File: config.mk
export PLATFORM = sky130hd
export DESIGN_NAME = decode_top
export DESIGN_NICKNAME = d
export VERILOG_FILES = /design/src/rtl/rv_decode_pkg.sv /design/src/rtl/reg_read_if.sv /design/src/rtl/control_unit.sv /design/src/rtl/decode_stage.sv /design/src/rtl/decode_top.sv /design/src/rtl/imm_gen.sv /design/src/rtl/reg_file.sv
export SDC_FILE = /design/constraint.sdc
export NUM_CORES = 2
export LEC_CHECK = 0
export BUFFER_PORTS_ARGS = -buffer_cell sky130_fd_sc_hd__buf_2
export CAP_MARGIN = 15
export CORE_MARGIN = 1
export CORE_UTILIZATION = 30
export CTS_CLUSTER_DIAMETER = 120
export DETAILED_ROUTE_END_ITERATION = 8
export GPL_ROUTABILITY_DRIVEN = 0
export PLACE_DENSITY_LB_ADDON = 0.08
export SETUP_SLACK_MARGIN = 0.3
export SYNTH_ARGS = -nofsm -noshare
export SYNTH_HDL_FRONTEND = slang
export SYNTH_HIERARCHICAL = 1
export SYNTH_SLANG_ARGS = --single-unit
File: constraint.sdc
create_clock -name clk -period 3.32 [get_ports clk]
set_clock_uncertainty 0.2 [all_clocks]
set_input_delay 0.166 -clock clk [delete_from_list [all_inputs] [get_ports clk]]
set_output_delay 0.166 -clock clk [all_outputs]
set_load 0.05 [all_outputs]
File: src/rtl/rv_decode_pkg.sv
// RV32I decode widths, major opcode and ALU operation enums, decoded control struct
package rv_decode_pkg;

	localparam int XLEN       = 32; // Register and immediate width
	localparam int REG_ADDR_W = 5;  // x0..x31
	localparam int PC_W       = 32; // Program counter width

	// Major opcode field, bits [6:0] of the instruction word
	typedef enum logic [6:0] {
		LUI    = 7'b0110111, // U-type
		AUIPC  = 7'b0010111, // U-type, PC relative
		JAL    = 7'b1101111, // J-type
		JALR   = 7'b1100111, // I-type jump
		BRANCH = 7'b1100011, // B-type
		LOAD   = 7'b0000011, // I-type
		STORE  = 7'b0100011, // S-type
		OP_IMM = 7'b0010011, // I-type ALU
		OP     = 7'b0110011  // R-type ALU
	} opcode_e;

	// ALU operation handed to execute
	typedef enum logic [3:0] {
		ADD    = 4'd0,
		SUB    = 4'd1,
		SLL    = 4'd2,
		SLT    = 4'd3,
		SLTU   = 4'd4,
		XOR    = 4'd5,
		SRL    = 4'd6,
		SRA    = 4'd7,
		OR     = 4'd8,
		AND    = 4'd9,
		PASS_B = 4'd10 // Operand B straight through, used by LUI
	} alu_op_e;

	// Control unit result, 17 bits
	typedef struct packed {
		opcode_e    opcode;   // Raw opcode field, may hold a non-member when illegal
		logic [2:0] func3;    // Passed on for branch and memory width selection
		alu_op_e    alu_op;
		logic       uses_rs1; // Instruction reads rs1
		logic       uses_rs2; // Instruction reads rs2
		logic       illegal;  // Outside the supported RV32I subset
	} dec_ctrl_t;

endpackage

File: src/rtl/reg_read_if.sv
// Register file read bundle with requester and file modports
`timescale 1ns/10ps

interface reg_read_if;

	logic [rv_decode_pkg::REG_ADDR_W-1:0] rs1_addr; // Source register 1 index
	logic [rv_decode_pkg::REG_ADDR_W-1:0] rs2_addr; // Source register 2 index
	logic                                 rd_en;    // Read enable, data is zero when low
	logic [rv_decode_pkg::XLEN-1:0]       rs1_data; // Same-cycle read data
	logic [rv_decode_pkg::XLEN-1:0]       rs2_data;

	// Decode side drives the request
	modport requester (
		output rs1_addr, rs2_addr, rd_en,
		input  rs1_data, rs2_data
	);

	// Register file answers combinationally
	modport file (
		input  rs1_addr, rs2_addr, rd_en,
		output rs1_data, rs2_data
	);

endinterface

File: src/rtl/control_unit.sv
// Control unit, opcode class, ALU operation, source usage and illegal flag
`timescale 1ns/10ps

module control_unit (
	input  logic [31:0]              i_instr, // Fetched instruction word
	output rv_decode_pkg::dec_ctrl_t o_ctrl   // Decoded control
);

	logic [2:0] func3;
	logic [6:0] func7;
	logic       f7_zero; // func7 == 0000000
	logic       f7_alt;  // func7 == 0100000, SUB and SRA

	assign func3   = i_instr[14:12];
	assign func7   = i_instr[31:25];
	assign f7_zero = (func7 == 7'b0000000);
	assign f7_alt  = (func7 == 7'b0100000);

	// Shared func3 table for OP and OP_IMM, alt picks SUB/SRA
	function automatic rv_decode_pkg::alu_op_e alu_from_func3(input logic [2:0] f3,
			input logic alt);
		case (f3)
			3'b000:  return alt ? rv_decode_pkg::SUB : rv_decode_pkg::ADD;
			3'b001:  return rv_decode_pkg::SLL;
			3'b010:  return rv_decode_pkg::SLT;
			3'b011:  return rv_decode_pkg::SLTU;
			3'b100:  return rv_decode_pkg::XOR;
			3'b101:  return alt ? rv_decode_pkg::SRA : rv_decode_pkg::SRL;
			3'b110:  return rv_decode_pkg::OR;
			default: return rv_decode_pkg::AND;
		endcase
	endfunction

	always_comb begin
		o_ctrl.opcode   = rv_decode_pkg::opcode_e'(i_instr[6:0]); // Raw field passes through
		o_ctrl.func3    = func3;
		o_ctrl.alu_op   = rv_decode_pkg::ADD; // Address and PC arithmetic
		o_ctrl.uses_rs1 = 1'b0;
		o_ctrl.uses_rs2 = 1'b0;
		o_ctrl.illegal  = 1'b0;
		case (i_instr[6:0])
			rv_decode_pkg::LUI:   o_ctrl.alu_op = rv_decode_pkg::PASS_B;
			rv_decode_pkg::AUIPC,
			rv_decode_pkg::JAL: ; // ADD, no register sources
			rv_decode_pkg::JALR: begin
				o_ctrl.uses_rs1 = 1'b1;
				o_ctrl.illegal  = (func3 != 3'b000);
			end
			rv_decode_pkg::BRANCH: begin
				o_ctrl.alu_op   = rv_decode_pkg::SUB; // Compare by subtraction
				o_ctrl.uses_rs1 = 1'b1;
				o_ctrl.uses_rs2 = 1'b1;
				o_ctrl.illegal  = (func3 == 3'b010) || (func3 == 3'b011);
			end
			rv_decode_pkg::LOAD: begin
				o_ctrl.uses_rs1 = 1'b1;
				o_ctrl.illegal  = (func3 == 3'b011) || (func3[2:1] == 2'b11); // No LD/LWU
			end
			rv_decode_pkg::STORE: begin
				o_ctrl.uses_rs1 = 1'b1;
				o_ctrl.uses_rs2 = 1'b1;
				o_ctrl.illegal  = (func3 > 3'b010); // SB, SH, SW only
			end
			rv_decode_pkg::OP_IMM: begin
				o_ctrl.uses_rs1 = 1'b1;
				o_ctrl.alu_op   = alu_from_func3(func3, (func3 == 3'b101) && func7[5]);
				if (func3 == 3'b001) begin
					o_ctrl.illegal = !f7_zero;              // SLLI
				end else if (func3 == 3'b101) begin
					o_ctrl.illegal = !(f7_zero || f7_alt); // SRLI/SRAI
				end
			end
			rv_decode_pkg::OP: begin
				o_ctrl.uses_rs1 = 1'b1;
				o_ctrl.uses_rs2 = 1'b1;
				o_ctrl.alu_op   = alu_from_func3(func3, func7[5]);
				// Alternate encoding only exists for SUB and SRA
				o_ctrl.illegal  = !(f7_zero || (f7_alt && (func3 == 3'b000 || func3 == 3'b101)));
			end
			default: o_ctrl.illegal = 1'b1; // CSR, fence, system and unknown
		endcase
	end

endmodule

File: src/rtl/decode_stage.sv
// Decode stage, register read request, credit counter, fetch stall and output register
`timescale 1ns/10ps

module decode_stage #(
	parameter int EX_CREDITS = 2 // Execute buffer depth, 1 to 15
) (
	input  logic                            clk,
	input  logic                            rst_n,
	// Fetch side
	input  logic [31:0]                     i_if_instr,  // Instruction word
	input  logic [rv_decode_pkg::PC_W-1:0]  i_if_pc,     // Its PC
	input  logic                            i_if_valid,  // Packet present
	output logic                            o_if_stall,  // No credit, hold the packet
	// Register file
	reg_read_if.requester                   rd,
	// Side-by-side decoders
	input  logic [rv_decode_pkg::XLEN-1:0]  i_imm,       // From imm_gen
	input  rv_decode_pkg::dec_ctrl_t        i_ctrl,      // From control_unit
	// Execute side
	input  logic                            i_ex_credit, // One pulse per freed slot
	output logic [rv_decode_pkg::XLEN-1:0]  o_rs1_data,
	output logic [rv_decode_pkg::XLEN-1:0]  o_rs2_data,
	output logic [rv_decode_pkg::XLEN-1:0]  o_imm,
	output rv_decode_pkg::dec_ctrl_t        o_ctrl,
	output logic [rv_decode_pkg::PC_W-1:0]  o_pc,
	output logic                            o_id_valid   // One cycle per accepted instruction
);

	localparam int CNT_W = $clog2(EX_CREDITS + 1); // Holds 0..EX_CREDITS

	logic [CNT_W-1:0]               credit_cnt; // Free slots in execute
	logic                           accept;     // Instruction consumed this cycle
	logic [rv_decode_pkg::XLEN-1:0] rs1_val;    // Read data, zero when unused
	logic [rv_decode_pkg::XLEN-1:0] rs2_val;

	// Register read request straight from the instruction fields
	assign rd.rs1_addr = i_if_instr[19:15];
	assign rd.rs2_addr = i_if_instr[24:20];
	assign rd.rd_en    = i_ctrl.uses_rs1 | i_ctrl.uses_rs2; // LUI, AUIPC, JAL skip the file

	// Per-source masking, a shared enable still returns both ports
	assign rs1_val = i_ctrl.uses_rs1 ? rd.rs1_data : '0;
	assign rs2_val = i_ctrl.uses_rs2 ? rd.rs2_data : '0;

	assign o_if_stall = (credit_cnt == '0);
	assign accept     = i_if_valid && !o_if_stall;

	// Acceptance spends a credit, a returned credit refunds one
	always_ff @(posedge clk or negedge rst_n) begin
		if (!rst_n) begin
			credit_cnt <= CNT_W'(EX_CREDITS); // Execute buffer starts empty
		end else begin
			case ({accept, i_ex_credit})
				2'b10:   credit_cnt <= credit_cnt - 1'b1;
				2'b01:   credit_cnt <= credit_cnt + 1'b1;
				default: credit_cnt <= credit_cnt; // Idle, or both cancel
			endcase
		end
	end

	// Valid is a single-cycle pulse
	always_ff @(posedge clk or negedge rst_n) begin
		if (!rst_n) begin
			o_id_valid <= 1'b0;
		end else begin
			o_id_valid <= accept;
		end
	end

	// Payload loads only on acceptance, holds otherwise
	always_ff @(posedge clk or negedge rst_n) begin
		if (!rst_n) begin
			o_rs1_data      <= '0;
			o_rs2_data      <= '0;
			o_imm           <= '0;
			o_pc            <= '0;
			o_ctrl.opcode   <= rv_decode_pkg::opcode_e'(7'b0);
			o_ctrl.func3    <= '0;
			o_ctrl.alu_op   <= rv_decode_pkg::ADD;
			o_ctrl.uses_rs1 <= 1'b0;
			o_ctrl.uses_rs2 <= 1'b0;
			o_ctrl.illegal  <= 1'b0;
		end else if (accept) begin
			o_rs1_data <= rs1_val;
			o_rs2_data <= rs2_val;
			o_imm      <= i_imm;
			o_pc       <= i_if_pc;
			o_ctrl     <= i_ctrl;
		end
	end

endmodule

File: src/rtl/decode_top.sv
// Decode top level, register file, immediate generator, control unit and decode stage
`timescale 1ns/10ps

module decode_top #(
	parameter int EX_CREDITS = 2 // Execute buffer depth, 1 to 15
) (
	input  logic                                 clk,
	input  logic                                 rst_n,
	// Fetch
	input  logic [31:0]                          i_if_instr,
	input  logic [rv_decode_pkg::PC_W-1:0]       i_if_pc,
	input  logic                                 i_if_valid,
	output logic                                 o_if_stall,
	// Write-back
	input  logic                                 i_wr_en,
	input  logic [rv_decode_pkg::REG_ADDR_W-1:0] i_wr_addr,
	input  logic [rv_decode_pkg::XLEN-1:0]       i_wr_data,
	// Execute
	input  logic                                 i_ex_credit,
	output logic [rv_decode_pkg::XLEN-1:0]       o_rs1_data,
	output logic [rv_decode_pkg::XLEN-1:0]       o_rs2_data,
	output logic [rv_decode_pkg::XLEN-1:0]       o_imm,
	output logic [6:0]                           o_opcode,
	output logic [2:0]                           o_func3,
	output logic [3:0]                           o_alu_op,
	output logic                                 o_illegal,
	output logic [rv_decode_pkg::PC_W-1:0]       o_pc,
	output logic                                 o_id_valid
);

	reg_read_if rd_if (); // Decode to register file read path

	logic [rv_decode_pkg::XLEN-1:0] dec_imm;  // Combinational immediate
	rv_decode_pkg::dec_ctrl_t       dec_ctrl; // Combinational control
	rv_decode_pkg::dec_ctrl_t       id_ctrl;  // Registered control

	reg_file u_reg_file (
		.clk       (clk),
		.rst_n     (rst_n),
		.i_wr_en   (i_wr_en),
		.i_wr_addr (i_wr_addr),
		.i_wr_data (i_wr_data),
		.rd        (rd_if.file)
	);

	// Both decoders see the same fetched word
	imm_gen u_imm_gen (
		.i_instr (i_if_instr),
		.o_imm   (dec_imm)
	);

	control_unit u_control_unit (
		.i_instr (i_if_instr),
		.o_ctrl  (dec_ctrl)
	);

	decode_stage #(
		.EX_CREDITS (EX_CREDITS)
	) u_decode_stage (
		.clk         (clk),
		.rst_n       (rst_n),
		.i_if_instr  (i_if_instr),
		.i_if_pc     (i_if_pc),
		.i_if_valid  (i_if_valid),
		.o_if_stall  (o_if_stall),
		.rd          (rd_if.requester),
		.i_imm       (dec_imm),
		.i_ctrl      (dec_ctrl),
		.i_ex_credit (i_ex_credit),
		.o_rs1_data  (o_rs1_data),
		.o_rs2_data  (o_rs2_data),
		.o_imm       (o_imm),
		.o_ctrl      (id_ctrl),
		.o_pc        (o_pc),
		.o_id_valid  (o_id_valid)
	);

	// Flatten the control struct for execute
	assign o_opcode  = id_ctrl.opcode;
	assign o_func3   = id_ctrl.func3;
	assign o_alu_op  = id_ctrl.alu_op;
	assign o_illegal = id_ctrl.illegal;

endmodule

File: src/rtl/imm_gen.sv
// Immediate generator, picks the I/S/B/U/J format from the opcode and sign-extends
`timescale 1ns/10ps

module imm_gen (
	input  logic [31:0]                     i_instr, // Fetched instruction word
	output logic [rv_decode_pkg::XLEN-1:0]  o_imm    // Sign-extended immediate
);

	typedef enum logic [2:0] {
		FMT_NONE, // R-type and illegal opcodes
		FMT_I,
		FMT_S,
		FMT_B,
		FMT_U,
		FMT_J
	} imm_fmt_e;

	imm_fmt_e fmt;

	// Format from the major opcode
	always_comb begin
		case (i_instr[6:0])
			rv_decode_pkg::LOAD,
			rv_decode_pkg::OP_IMM,
			rv_decode_pkg::JALR:   fmt = FMT_I;
			rv_decode_pkg::STORE:  fmt = FMT_S;
			rv_decode_pkg::BRANCH: fmt = FMT_B;
			rv_decode_pkg::LUI,
			rv_decode_pkg::AUIPC:  fmt = FMT_U;
			rv_decode_pkg::JAL:    fmt = FMT_J;
			default:               fmt = FMT_NONE; // OP has no immediate
		endcase
	end

	// Bit 31 is the sign in every format
	always_comb begin
		case (fmt)
			FMT_I:   o_imm = {{20{i_instr[31]}}, i_instr[31:20]};
			FMT_S:   o_imm = {{20{i_instr[31]}}, i_instr[31:25], i_instr[11:7]};
			FMT_B:   o_imm = {{19{i_instr[31]}}, i_instr[31], i_instr[7],
					i_instr[30:25], i_instr[11:8], 1'b0}; // Halfword aligned
			FMT_U:   o_imm = {i_instr[31:12], 12'b0};
			FMT_J:   o_imm = {{11{i_instr[31]}}, i_instr[31], i_instr[19:12],
					i_instr[20], i_instr[30:21], 1'b0};
			default: o_imm = '0;
		endcase
	end

endmodule

File: src/rtl/reg_file.sv
// 32-entry register file, two combinational read ports, one write port with bypass
`timescale 1ns/10ps

module reg_file (
	input  logic                                 clk,
	input  logic                                 rst_n,
	input  logic                                 i_wr_en,   // Write-back strobe
	input  logic [rv_decode_pkg::REG_ADDR_W-1:0] i_wr_addr, // Destination index
	input  logic [rv_decode_pkg::XLEN-1:0]       i_wr_data, // Write-back value
	reg_read_if.file                             rd
);

	logic [rv_decode_pkg::XLEN-1:0] regs [1:31]; // x0 has no storage

	logic wr_ok;      // Write to a real register
	logic byp_rs1;    // Same-cycle write hits rs1
	logic byp_rs2;    // Same-cycle write hits rs2

	assign wr_ok   = i_wr_en && (i_wr_addr != '0); // Writes to x0 are dropped
	assign byp_rs1 = wr_ok && (i_wr_addr == rd.rs1_addr);
	assign byp_rs2 = wr_ok && (i_wr_addr == rd.rs2_addr);

	// Storage clears on reset, write lands at the rising edge
	always_ff @(posedge clk or negedge rst_n) begin
		if (!rst_n) begin
			for (int i = 1; i < 32; i++) begin
				regs[i] <= '0;
			end
		end else if (wr_ok) begin
			regs[i_wr_addr] <= i_wr_data;
		end
	end

	// Read port 1, x0 and disabled reads give zero
	always_comb begin
		if (!rd.rd_en || (rd.rs1_addr == '0)) begin
			rd.rs1_data = '0;
		end else if (byp_rs1) begin
			rd.rs1_data = i_wr_data;            // Write-through
		end else begin
			rd.rs1_data = regs[rd.rs1_addr];
		end
	end

	// Read port 2, same rules
	always_comb begin
		if (!rd.rd_en || (rd.rs2_addr == '0)) begin
			rd.rs2_data = '0;
		end else if (byp_rs2) begin
			rd.rs2_data = i_wr_data;            // Write-through
		end else begin
			rd.rs2_data = regs[rd.rs2_addr];
		end
	end

endmodule

==> out/results.ini <==
[run_status]
status=finished, final reports clean

[clocking]
cts-buffers-inserted=143
tritoncts=built
clock_path_buffers=3
cts_root_buf=clkbuf_16
post_cts_resized=0
cts_max_level=4
clk_pin_slew_ns=0.05
clock_latency_ns=0.82
cts.sinks=1138
cts_setup_buffers=0

[layout]
fill_cells=19400
drive_above_1_share_pct=47.8
syn_to_final_growth_pct=20.0
nets=4953
finalNonFillerCells=7621
design_area_um2=73000

[placed_design]
port_buffers=250
dpl.cell_count=7174
dp_slack_ns=0.209
placed_cell_area_um2=66300
hpwl_um=154000

[critical_path]
r2r-end=u_decode_stage/o_imm[7]
max_stage_delay_ns=0.70
r2r_start=u_decode_stage/credit_cnt[0]
critPathBufInv=3
path_delay_family=simple AND/OR/NAND/NOR gates
slowest_stage=or4_1
path_cells=dlygate4sd3_1 -> buf_2 -> nor3_2 -> a21bo_1 -> or4_1 -> nor2_4 -> buf_4 -> a22oi_1 -> nand2_1 -> nand2_1 -> o21ai_0
crit_top_cell=nand2_1
critical_path_required_ns=3.83
start_kind=primary input
rrSetupSlack_ns=0.65
ff2ff_path_depth=4
crit_fanout=12
criticalPathCategory=in2reg
worstSetupEndpointType=flip-flop
crit_arrival_ns=3.43

[timing]
worst_slew_margin_rel_pct=36.5
setup_ws_ns=0.397
rsz0062_at_grt=false
fmax_mhz=342
hold_viol=0
setup_viol=0
final_max_slew_viol_count=0
tightest_slew_ns=0.952
finalCritPeriodShare_pct=88.1
period_minus_slack_ns=2.92
fin_setup_tns_ns=0

[synthesis]
syn_avg_cell_area_um2=13.6
synth_fp_nets=4578
synth_area_um2=60900
synth_cells=4471
synth_warnings=6

[global_routing]
grt_use_total_pct=23.8
grt_pass1_vias=43700
grt_overflow=0
grt_pass1_wl_um=348000
antenna_found_initial=23
grt_max_degree=122

[die]
die_area_um2=205000
core_um2=201000
start_util_pct=30.3
num_rows=164
io_pins=251
die_h_um=452
die_x_um=452

[power]
p_sw_share_pct=29.6
p_int_mw=31.4
p_switching_mw=13.2
vdd_drop_max_mv=0.508
p_per_area_nw_per_um2=612
p_leak_nw=31.8
seq_power_share_pct=41.2
clockPowerShare_pct=36.3
p_comb_share_pct=22.5

[hold_path]
min_to=u_decode_stage/o_imm[26]
hold_class=in2reg
hp-start=i_if_instr[26]
hold_depth=5

[detailed_routing]
routedWlPerCell_um=32.0
vias=41700
detail_route.iter0.violations=2711
drc=0
ant_nets=0
first_pass_iters=7
wl_um=244000
viasPerCell=5.47

[job]
maxCapViolations=0

## tightest hold or removal path: stages
cell and delay (ns):
dlygate4sd3_1 0.52, buf_2 0.13, nand3_1 0.06, o21ai_0 0.07, mux2_4 0.14
## final cells by class
type | count | area [um^2] | share of cell area (%)
multi-input combinational | 2847 | 30300 | 41.5
antenna | 8 | 20.0 | 0.0274
clock buffer | 216 | 4320 | 5.92
inverter | 18 | 70.1 | 0.0960
tap | 2656 | 3320 | 4.55
clock inverter | 40 | 512 | 0.701
sequential | 1138 | 28500 | 39.0
timing repair buffer | 698 | 5990 | 8.20
## repair_timing
action	in CTS	in global routing
hold buffers	183	0
setup endpoints to repair	0	0
hold endpoints to repair	2266	0
## per-stage QoR
step	total power, mW	hold WS [ns]	util [%]
finish	44.7	0.111	36.4
global placement	28.2	-0.0336	33.0
global route	46.7	0.121	36.4
detailed placement	28.3	-0.0404	33.0
CTS	45.2	0.0524	36.4
floorplan	25.2	-0.330	-
## power groups by stage
stage | Combinational, mW | Clock [mW] | Sequential, mW
after CTS | 10.1 | 16.7 | 18.4
after detailed placement | 9.73 | 0 | 18.6
after global routing | 10.7 | 17.2 | 18.8
after floorplan | 6.30 | 0 | 18.9
final | 10.1 | 16.2 | 18.4
after global placement | 9.66 | 0 | 18.5
## worst max path at each step
| stage | start | to | slack, ns | depth (start not counted) |
|---|---|---|---|---|
| after floorplan | i_if_instr[3] | u_decode_stage/o_rs1_data[17] | 0.83 | 12 |
| after global placement | i_wr_addr[4] | u_decode_stage/o_rs2_data[9] | 0.25 | 10 |
| after detailed placement | i_wr_addr[4] | u_decode_stage/o_rs2_data[18] | 0.21 | 10 |
| after CTS | i_wr_addr[3] | u_decode_stage/o_rs2_data[18] | 0.46 | 11 |
| after global routing | i_wr_addr[3] | u_decode_stage/o_rs2_data[18] | 0.36 | 11 |
| final | i_wr_addr[3] | u_decode_stage/o_rs2_data[18] | 0.40 | 11 |
## layout by cell type, fill, tap and decap left out, types with 18 or more instances in the layout
cell	instances
dfrtp_1	1137
mux2_2	1127
mux4_2	404
nand2_1	333
buf_2	241
buf_4	199
dlygate4sd3_1	182
mux2i_1	155
clkbuf_16	149
o21ai_0	94
nor2_1	85
nand3_1	82
buf_12	67
o22ai_1	59
a22oi_1	58
nor2b_1	44
a21oi_1	36
clkbuf_8	35
clkbuf_1	33
nor3_1	33
a211oi_1	30
a221oi_1	28
mux2_4	21
a22o_1	21
a221o_1	21
clkinv_2	18
nor2_4	18
## state kept, by name, summed over array words and instances (netlist names)
register,count
u_decode_stage/o_rs2_data,32
u_decode_stage/o_rs1_data,32
u_decode_stage/credit_cnt,2
u_decode_stage/o_pc,32
u_decode_stage/o_ctrl,15
u_reg_file/regs,992
u_decode_stage/o_id_valid,1
u_decode_stage/o_imm,32
## routing by layer
metal,global-route usage (%),up-vias,share of wire [%]
met5,0,-,0.026
met4,5.12,10,1.9
met3,3.93,273,4.8
met2,37.7,1078,46
met1,34.1,22700,47
li1,-,17600,-
(Power assumes the default switching activity.)
